File: config.mk
export PLATFORM = sky130hd
export DESIGN_NAME = exec_cluster
export DESIGN_NICKNAME = d
export VERILOG_FILES = /design/src/hw/isa_pkg.sv /design/src/hw/wb_pkg.sv /design/src/hw/fu_issue_if.sv /design/src/hw/fu_result_if.sv /design/src/hw/op_decoder.sv /design/src/hw/exec_units.sv /design/src/hw/result_ring.sv /design/src/hw/exec_cluster.sv
export SDC_FILE = /design/constraint.sdc
export NUM_CORES = 1
export LEC_CHECK = 0
export ABC_CLOCK_PERIOD_IN_PS = 10100
export BUFFER_PORTS_ARGS = -buffer_cell sky130_fd_sc_hd__buf_2
export CELL_PAD_IN_SITES_DETAIL_PLACEMENT = 1
export CELL_PAD_IN_SITES_GLOBAL_PLACEMENT = 1
export CORE_ASPECT_RATIO = 1.5
export CORE_MARGIN = 1.5
export CORE_UTILIZATION = 25
export DETAILED_ROUTE_END_ITERATION = 7
export GPL_TIMING_DRIVEN = 0
export MAX_ROUTING_LAYER = met4
export PLACE_DENSITY_LB_ADDON = 0.1
export SETUP_SLACK_MARGIN = 0.1
export SLEW_MARGIN = 0
export SYNTH_ARGS = -nofsm -noshare
export SYNTH_HDL_FRONTEND = slang
export SYNTH_SLANG_ARGS = --single-unit
File: constraint.sdc
create_clock -name clk -period 10.1 [get_ports clk]
set_clock_uncertainty 0.15 [all_clocks]
set_input_delay 2.02 -clock clk [delete_from_list [all_inputs] [get_ports clk]]
set_output_delay 2.02 -clock clk [all_outputs]
set_load 0.02 [all_outputs]
File: src/hw/isa_pkg.sv
package isa_pkg;

    // datapath and instruction word widths
    localparam int xlen = 32;
    localparam int ilen = 32;
    localparam int reg_field_w = 8;
    localparam int imm_w = 16;

    // only eight codes are legal, anything else gets dropped in decode
    typedef enum logic [3:0] {
        op_and  = 4'd0,
        op_or   = 4'd1,
        op_xor  = 4'd2,
        op_nor  = 4'd3,
        op_add  = 4'd8,
        op_sub  = 4'd9,
        op_slt  = 4'd10,
        op_sltu = 4'd11
    } opcode_t;

    typedef enum logic {
        cls_logic = 1'b0,
        cls_arith = 1'b1
    } op_class_t;

    // register form, second operand from src_b
    typedef struct packed {
        opcode_t                  opcode;
        logic                     fmt;
        logic [reg_field_w-1:0]   dst;
        logic [18:0]              rsvd;
    } instr_r_t;

    // immediate form, second operand is the sign-extended imm
    typedef struct packed {
        opcode_t                  opcode;
        logic                     fmt;
        logic [reg_field_w-1:0]   dst;
        logic [2:0]               spare;
        logic [imm_w-1:0]         imm;
    } instr_i_t;

    typedef union packed {
        instr_r_t r;
        instr_i_t i;
    } instr_u;

endpackage

File: src/hw/wb_pkg.sv
package wb_pkg;

    // physical register index width
    localparam int preg_w = 8;

    // one ring slot, valid on top so an all-zero entry is empty
    typedef struct packed {
        logic                     valid;
        logic [preg_w-1:0]        dst;
        logic [isa_pkg::xlen-1:0] value;
    } ring_entry_t;

    // a slot with nothing in it
    localparam ring_entry_t empty_entry = '0;

endpackage

File: src/hw/fu_issue_if.sv
`timescale 1ns/10ps

interface fu_issue_if;

    logic                       valid;
    isa_pkg::op_class_t         op_class;
    isa_pkg::opcode_t           opcode;
    logic [isa_pkg::xlen-1:0]   operand_a;
    logic [isa_pkg::xlen-1:0]   operand_b;
    logic [wb_pkg::preg_w-1:0]  dst;
    // single-cycle accept from the target unit
    logic                       take;

    modport decode (
        output valid,
        output op_class,
        output opcode,
        output operand_a,
        output operand_b,
        output dst,
        input  take
    );

    modport execute (
        input  valid,
        input  op_class,
        input  opcode,
        input  operand_a,
        input  operand_b,
        input  dst,
        output take
    );

endinterface

File: src/hw/fu_result_if.sv
`timescale 1ns/10ps

interface fu_result_if;

    logic                       valid;
    logic [wb_pkg::preg_w-1:0]  dst;
    logic [isa_pkg::xlen-1:0]   value;
    // high in the cycle the ring has room at this unit's point
    logic                       inserted;

    modport unit (
        output valid,
        output dst,
        output value,
        input  inserted
    );

    modport ring (
        input  valid,
        input  dst,
        input  value,
        output inserted
    );

endinterface

File: src/hw/op_decoder.sv
`timescale 1ns/10ps

module op_decoder (
    input  logic                      clk,
    input  logic                      rst,
    input  logic                      issue,
    input  isa_pkg::instr_u           instr,
    input  logic [isa_pkg::xlen-1:0]  src_a,
    input  logic [isa_pkg::xlen-1:0]  src_b,
    output logic                      busy,
    fu_issue_if.decode                iss
);

    logic                      held;
    logic                      accept;
    logic                      legal;
    isa_pkg::instr_u           instr_q;
    logic [isa_pkg::xlen-1:0]  a_q;
    logic [isa_pkg::xlen-1:0]  b_q;
    logic [isa_pkg::xlen-1:0]  imm_ext;

    // a new issue may land on the same edge the old op is taken
    assign accept = issue & ~busy;

    always_ff @(posedge clk or posedge rst) begin
        if (rst) begin
            held <= 1'b0;
        end else if (accept) begin
            held <= 1'b1;
        end else if (iss.take || !legal) begin
            // taken by a unit, or an illegal op that just falls away
            held <= 1'b0;
        end
    end

    always_ff @(posedge clk) begin
        if (accept) begin
            instr_q <= instr;
            a_q     <= src_a;
            b_q     <= src_b;
        end
    end

    always_comb begin
        case (instr_q.r.opcode)
            isa_pkg::op_and,
            isa_pkg::op_or,
            isa_pkg::op_xor,
            isa_pkg::op_nor,
            isa_pkg::op_add,
            isa_pkg::op_sub,
            isa_pkg::op_slt,
            isa_pkg::op_sltu: legal = 1'b1;
            default:          legal = 1'b0;
        endcase
    end

    // immediate view of the same word
    assign imm_ext = {{(isa_pkg::xlen - isa_pkg::imm_w){instr_q.i.imm[isa_pkg::imm_w-1]}},
                      instr_q.i.imm};

    assign iss.valid     = held & legal;
    assign iss.opcode    = instr_q.r.opcode;
    // top bit of the opcode splits the two classes
    assign iss.op_class  = instr_q.r.opcode[3] ? isa_pkg::cls_arith : isa_pkg::cls_logic;
    assign iss.operand_a = a_q;
    assign iss.operand_b = instr_q.r.fmt ? imm_ext : b_q;
    assign iss.dst       = instr_q.r.dst;

    assign busy = iss.valid & ~iss.take;

endmodule

File: src/hw/exec_units.sv
`timescale 1ns/10ps

module exec_units (
    input  logic          clk,
    input  logic          rst,
    fu_issue_if.execute   iss,
    fu_result_if.unit     logic_res,
    fu_result_if.unit     arith_res
);

    logic                       take_logic;
    logic                       take_arith;
    logic [isa_pkg::xlen-1:0]   logic_val;
    logic [isa_pkg::xlen-1:0]   arith_val;

    logic                       l_valid;
    logic [wb_pkg::preg_w-1:0]  l_dst;
    logic [isa_pkg::xlen-1:0]   l_value;
    logic                       a_valid;
    logic [wb_pkg::preg_w-1:0]  a_dst;
    logic [isa_pkg::xlen-1:0]   a_value;

    // a unit accepts when its result register is free or leaving this cycle
    assign take_logic = iss.valid && iss.op_class == isa_pkg::cls_logic &&
                        (!l_valid || logic_res.inserted);
    assign take_arith = iss.valid && iss.op_class == isa_pkg::cls_arith &&
                        (!a_valid || arith_res.inserted);
    assign iss.take   = take_logic | take_arith;

    // logical lane
    always_comb begin
        case (iss.opcode)
            isa_pkg::op_and: logic_val = iss.operand_a & iss.operand_b;
            isa_pkg::op_or:  logic_val = iss.operand_a | iss.operand_b;
            isa_pkg::op_xor: logic_val = iss.operand_a ^ iss.operand_b;
            isa_pkg::op_nor: logic_val = ~(iss.operand_a | iss.operand_b);
            default:         logic_val = '0;
        endcase
    end

    // arithmetic lane, compares give 1 or 0
    always_comb begin
        case (iss.opcode)
            isa_pkg::op_add:  arith_val = iss.operand_a + iss.operand_b;
            isa_pkg::op_sub:  arith_val = iss.operand_a - iss.operand_b;
            isa_pkg::op_slt:  arith_val = isa_pkg::xlen'($signed(iss.operand_a) <
                                                         $signed(iss.operand_b));
            isa_pkg::op_sltu: arith_val = isa_pkg::xlen'(iss.operand_a < iss.operand_b);
            default:          arith_val = '0;
        endcase
    end

    always_ff @(posedge clk or posedge rst) begin
        if (rst) begin
            l_valid <= 1'b0;
            a_valid <= 1'b0;
        end else begin
            if (take_logic) begin
                l_valid <= 1'b1;
            end else if (logic_res.inserted) begin
                l_valid <= 1'b0;
            end
            if (take_arith) begin
                a_valid <= 1'b1;
            end else if (arith_res.inserted) begin
                a_valid <= 1'b0;
            end
        end
    end

    always_ff @(posedge clk) begin
        if (take_logic) begin
            l_dst   <= iss.dst;
            l_value <= logic_val;
        end
        if (take_arith) begin
            a_dst   <= iss.dst;
            a_value <= arith_val;
        end
    end

    assign logic_res.valid = l_valid;
    assign logic_res.dst   = l_dst;
    assign logic_res.value = l_value;
    assign arith_res.valid = a_valid;
    assign arith_res.dst   = a_dst;
    assign arith_res.value = a_value;

endmodule

File: src/hw/result_ring.sv
`timescale 1ns/10ps

module result_ring #(
    parameter int ring_slots = 4
) (
    input  logic                       clk,
    input  logic                       rst,
    fu_result_if.ring                  logic_res,
    fu_result_if.ring                  arith_res,
    input  logic                       rf_hold,
    output logic                       wb_valid,
    output logic [wb_pkg::preg_w-1:0]  wb_reg,
    output logic [isa_pkg::xlen-1:0]   wb_val
);

    // slot 0 is the ring's end, slot ring_slots-1 its top
    wb_pkg::ring_entry_t slot [ring_slots];

    wb_pkg::ring_entry_t top_in;
    wb_pkg::ring_entry_t next_top;
    wb_pkg::ring_entry_t next_sub;
    logic                drain;

    // slot 0 goes out when the port is free, otherwise wraps to the top
    assign drain  = slot[0].valid & ~rf_hold;
    assign top_in = rf_hold ? slot[0] : wb_pkg::empty_entry;

    // logical unit sees the entry heading into the top slot
    assign logic_res.inserted = logic_res.valid & ~top_in.valid;
    // arithmetic unit sees the one heading into the slot below
    assign arith_res.inserted = arith_res.valid & ~slot[ring_slots-1].valid;

    always_comb begin
        next_top = top_in;
        if (logic_res.inserted) begin
            next_top.valid = 1'b1;
            next_top.dst   = logic_res.dst;
            next_top.value = logic_res.value;
        end
    end

    always_comb begin
        next_sub = slot[ring_slots-1];
        if (arith_res.inserted) begin
            next_sub.valid = 1'b1;
            next_sub.dst   = arith_res.dst;
            next_sub.value = arith_res.value;
        end
    end

    // rotate one position toward slot 0 on every edge
    always_ff @(posedge clk or posedge rst) begin
        if (rst) begin
            for (int i = 0; i < ring_slots; i++) begin
                slot[i] <= wb_pkg::empty_entry;
            end
        end else begin
            for (int i = 0; i < ring_slots - 2; i++) begin
                slot[i] <= slot[i+1];
            end
            slot[ring_slots-2] <= next_sub;
            slot[ring_slots-1] <= next_top;
        end
    end

    // registered writeback port
    always_ff @(posedge clk or posedge rst) begin
        if (rst) begin
            wb_valid <= 1'b0;
        end else begin
            wb_valid <= drain;
        end
    end

    always_ff @(posedge clk) begin
        if (drain) begin
            wb_reg <= slot[0].dst;
            wb_val <= slot[0].value;
        end
    end

endmodule

File: src/hw/exec_cluster.sv
`timescale 1ns/10ps

module exec_cluster #(
    parameter int ring_slots = 4
) (
    input  logic                       clk,
    input  logic                       rst,
    input  logic                       issue,
    input  logic [isa_pkg::ilen-1:0]   instr,
    input  logic [isa_pkg::xlen-1:0]   src_a,
    input  logic [isa_pkg::xlen-1:0]   src_b,
    input  logic                       rf_hold,
    output logic                       busy,
    output logic                       wb_valid,
    output logic [wb_pkg::preg_w-1:0]  wb_reg,
    output logic [isa_pkg::xlen-1:0]   wb_val
);

    // decoder to units
    fu_issue_if  iss_bus ();
    // one result channel per unit into the ring
    fu_result_if logic_bus ();
    fu_result_if arith_bus ();

    op_decoder u_decoder (
        .clk   (clk),
        .rst   (rst),
        .issue (issue),
        .instr (instr),
        .src_a (src_a),
        .src_b (src_b),
        .busy  (busy),
        .iss   (iss_bus.decode)
    );

    exec_units u_units (
        .clk       (clk),
        .rst       (rst),
        .iss       (iss_bus.execute),
        .logic_res (logic_bus.unit),
        .arith_res (arith_bus.unit)
    );

    result_ring #(
        .ring_slots (ring_slots)
    ) u_ring (
        .clk       (clk),
        .rst       (rst),
        .logic_res (logic_bus.ring),
        .arith_res (arith_bus.ring),
        .rf_hold   (rf_hold),
        .wb_valid  (wb_valid),
        .wb_reg    (wb_reg),
        .wb_val    (wb_val)
    );

endmodule

==> results.json <==
{
  "final_cell_area_um2": 21200,
  "synth_cell_types": 76,
  "initial_core_util_pct": 25.2,
  "synth_edf_count": 213,
  "syn-instance-count": 1453,
  "portBuffers": 137,
  "synth_area_per_cell_um2": 12.2,
  "die_x_um": 220,
  "antennaDiodeCount": 0,
  "core_um2": 70300,
  "ys.warnings.count": 0,
  "cp-end-kind": "register",
  "ctsLongestPathBuffers": 3,
  "startpoint_type": "register",
  "p_leak_nw": 8.90,
  "most-common-layout-cells": "edfxtp_1 (213), dfrtp_1 (168), buf_2 (138)",
  "io_pins": 142,
  "pwr-share-seq_pct": 44.8,
  "ys_ff_latch": 382,
  "syn_nets": 1668,
  "grt_max_degree": 125,
  "cts_tree": "built",
  "postRouteAntennaNets": 0,
  "max_slew_margin_pct": 33.2,
  "largest_reg_flops": 164,
  "status": "finished, violations left",
  "post-cts-setup-buffers": 0,
  "final_common_cell": "edfxtp_1",
  "violations": "DRC",
  "p_int_mw": 3.16,
  "worstPathRequired_ns": 10.24,
  "areaGrowthSynthToFinish_pct": 19.5,
  "clk_pin_slew_ns": 0.06,
  "setup_violations": 0,
  "clock-sinks": 382,
  "rsz0062_at_grt": "false",
  "final_hold_viol_count": 0,
  "layout-drive-gt1-share_pct": 16.5,
  "fin_hold_ws_ns": 0.195,
  "cts_resized": 0,
  "nets": 1860,
  "multiInputGateArea_um2": 6520,
  "wl_per_cell_um": 20.4,
  "drc": 21,
  "initialDrtViolationCount": 662,
  "p_per_area_nw_per_um2": 212,
  "arrival_ns": 6.10,
  "peakVddDrop_mv": 0.104,
  "timing.fmax_mhz": 168,
  "clock-root-buffer": "clkbuf_16",
  "async_reset_ff_share_pct": 44.0,
  "finalWirelength_um": 52800,
  "top_register": "u_ring.slot",
  "cts_inserted_buffers": 42,
  "hpwlAfterDp_um": 41400,
  "grtUsageTotal_pct": 15.2,
  "dp_slack_ns": 4.07,
  "vias": 11426,
  "fillers": 7735,
  "fin_ws_ns": 4.14,
  "dpl_cell_area_um2": 19800,
  "h-tree-depth": 2,
  "cap_violations": 0,
  "grt_pass1_wl_um": 79400,
  "p_clk_share_pct": 34.3,
  "finalCriticalPeriod_ns": 5.96,
  "p_comb_share_pct": 20.9,
  "hp-class": "reg2reg",
  "dr.pass1.iters": 8,
  "switchingPower_mw": 1.34,
  "netSwitchingFraction_pct": 29.8,
  "die_y_um": 329,
  "cp_max_fo": 10,
  "overflow": 0,
  "grt_pass1_vias": 12597,
  "synth_top_flop_cell": "edfxtp_1",
  "path_class": "reg2reg",
  "register_area_um2": 10600,
  "syn_area_um2": 17700,
  "antenna_found_initial": 0,
  "rows": 119,
  "cts_hold_buffers": 0,
  "finalMaxSlewViolations": 0,
  "tightest_slew_ns": 0.993,
  "viasPerCell": 4.42,
  "ys_seq_area_share_pct": 59.9,
  "insertion_delay_ns": 0.59,
  "fin_crit_sh_pct": 59.1,
  "place.gp.congestion": 0.883,
  "die_area_um2": 72600
}
[per-stage QoR]
| stage | power (mW) | std cells | util (%) | TNS, ns |
|---|---|---|---|---|
| after global routing | 4.75 | 2586 | 30.2 | 0 |
| after floorplan | 2.64 | 1453 | - | 0 |
| after detailed placement | 3.01 | 2508 | 28.2 | 0 |
| after CTS | 4.60 | 2586 | 30.2 | 0 |
| after global placement | 2.98 | 2497 | 27.8 | -321.37 |
| final | 4.50 | 2586 | 30.2 | 0 |
[synth_stat cells (all sizes together) (4+ instances only)]
cell type,count,share of area [%]
nor3b,4,0.20
o41ai,4,0.24
mux2,41,2.6
nor3,25,0.77
and2,5,0.18
o21bai,12,0.51
o21ai,72,2.0
o211ai,4,0.20
buf,13,0.28
nor2,89,1.9
and3,4,0.14
nor4,6,0.21
a21oi,95,2.7
edfxtp,213,36
nor2b,9,0.32
or4,5,0.21
ha,113,8.0
mux2i,52,2.9
dfrtp,168,24
a31oi,11,0.39
nand2,121,2.6
nand4,8,0.28
nand3,16,0.45
o31ai,11,0.49
clkbuf,48,1.0
nand2b,13,0.46
a211oi,41,1.8
o21a,6,0.25
xor2,12,0.59
a21o,7,0.30
o22ai,4,0.14
inv,106,2.2
xnor2,58,2.9
or2,6,0.21
or3,4,0.17
[cell families after synthesis]
family | share of synthesized area, %
buffers and inverters | 3.58
DFF | 59.9
muxes | 5.54
xor gates and xnor gates | 3.46
AOI/OAI and AO/OA | 10.9
adders and majority gates | 8.20
and+or+nand+nor | 8.45
[layer usage]
layer  GRT usage, %  part of all wire [%]
met1           18.2                    44
met2           25.7                    49
met3           2.08                   3.2
met4           6.20                   3.9
met5              -                     0
[power groups by stage]
stage	registers (mW)	logic (mW)	clock network [mW]
floorplan	2.05	0.583	0
global placement	2.05	0.929	0
detailed placement	2.05	0.956	0
CTS	2.02	0.960	1.62
global route	2.05	1.04	1.67
finish	2.01	0.938	1.54
[worst max-delay path: stages (launching register included)]
cell	delay [ns]
edfxtp_1	0.32
clkbuf_1	0.51
clkbuf_1	0.63
mux2i_1	0.59
inv_1	0.13
ha_1	0.27
fa_1	0.46
o21ba_2	0.26
o2111ai_1	0.30
nand3b_1	0.21
a21oi_1	0.60
nor2_1	0.17
a211oi_2	0.45
nand3_1	0.17
a41oi_1	0.27
o221ai_1	0.19
[final timing paths]
kind                                                  from                               endpoint  cells past startpoint  slack, ns
min in group asynchronous                              rst              u_ring.wb_valid$_DFF_PP0_                      2       1.27
hold reg to reg                 u_ring.slot[105]$_DFF_PP0_             u_ring.slot[146]$_DFF_PP0_                      0       0.20
max in group asynchronous                              rst              u_ring.slot[63]$_DFF_PP0_                      3       7.52
hold / removal                  u_ring.slot[105]$_DFF_PP0_             u_ring.slot[146]$_DFF_PP0_                      0       0.20
setup / recovery           u_decoder.instr_q[27]$_DFFE_PP_  u_units.arith_res.value[30]$_DFFE_PP_                     15       4.14
setup reg to reg           u_decoder.instr_q[27]$_DFFE_PP_  u_units.arith_res.value[30]$_DFFE_PP_                     15       4.14
[final cells by class]
type | instances | share of cell area (%)
inverter | 108 | 1.95
timing repair buffer | 148 | 4.21
buffer | 61 | 1.09
clock inverter | 12 | 0.549
clock buffer | 66 | 6.01
multi-input combinational | 902 | 30.8
tap | 907 | 5.35
sequential | 382 | 50.1
(Power assumes the default switching activity.)
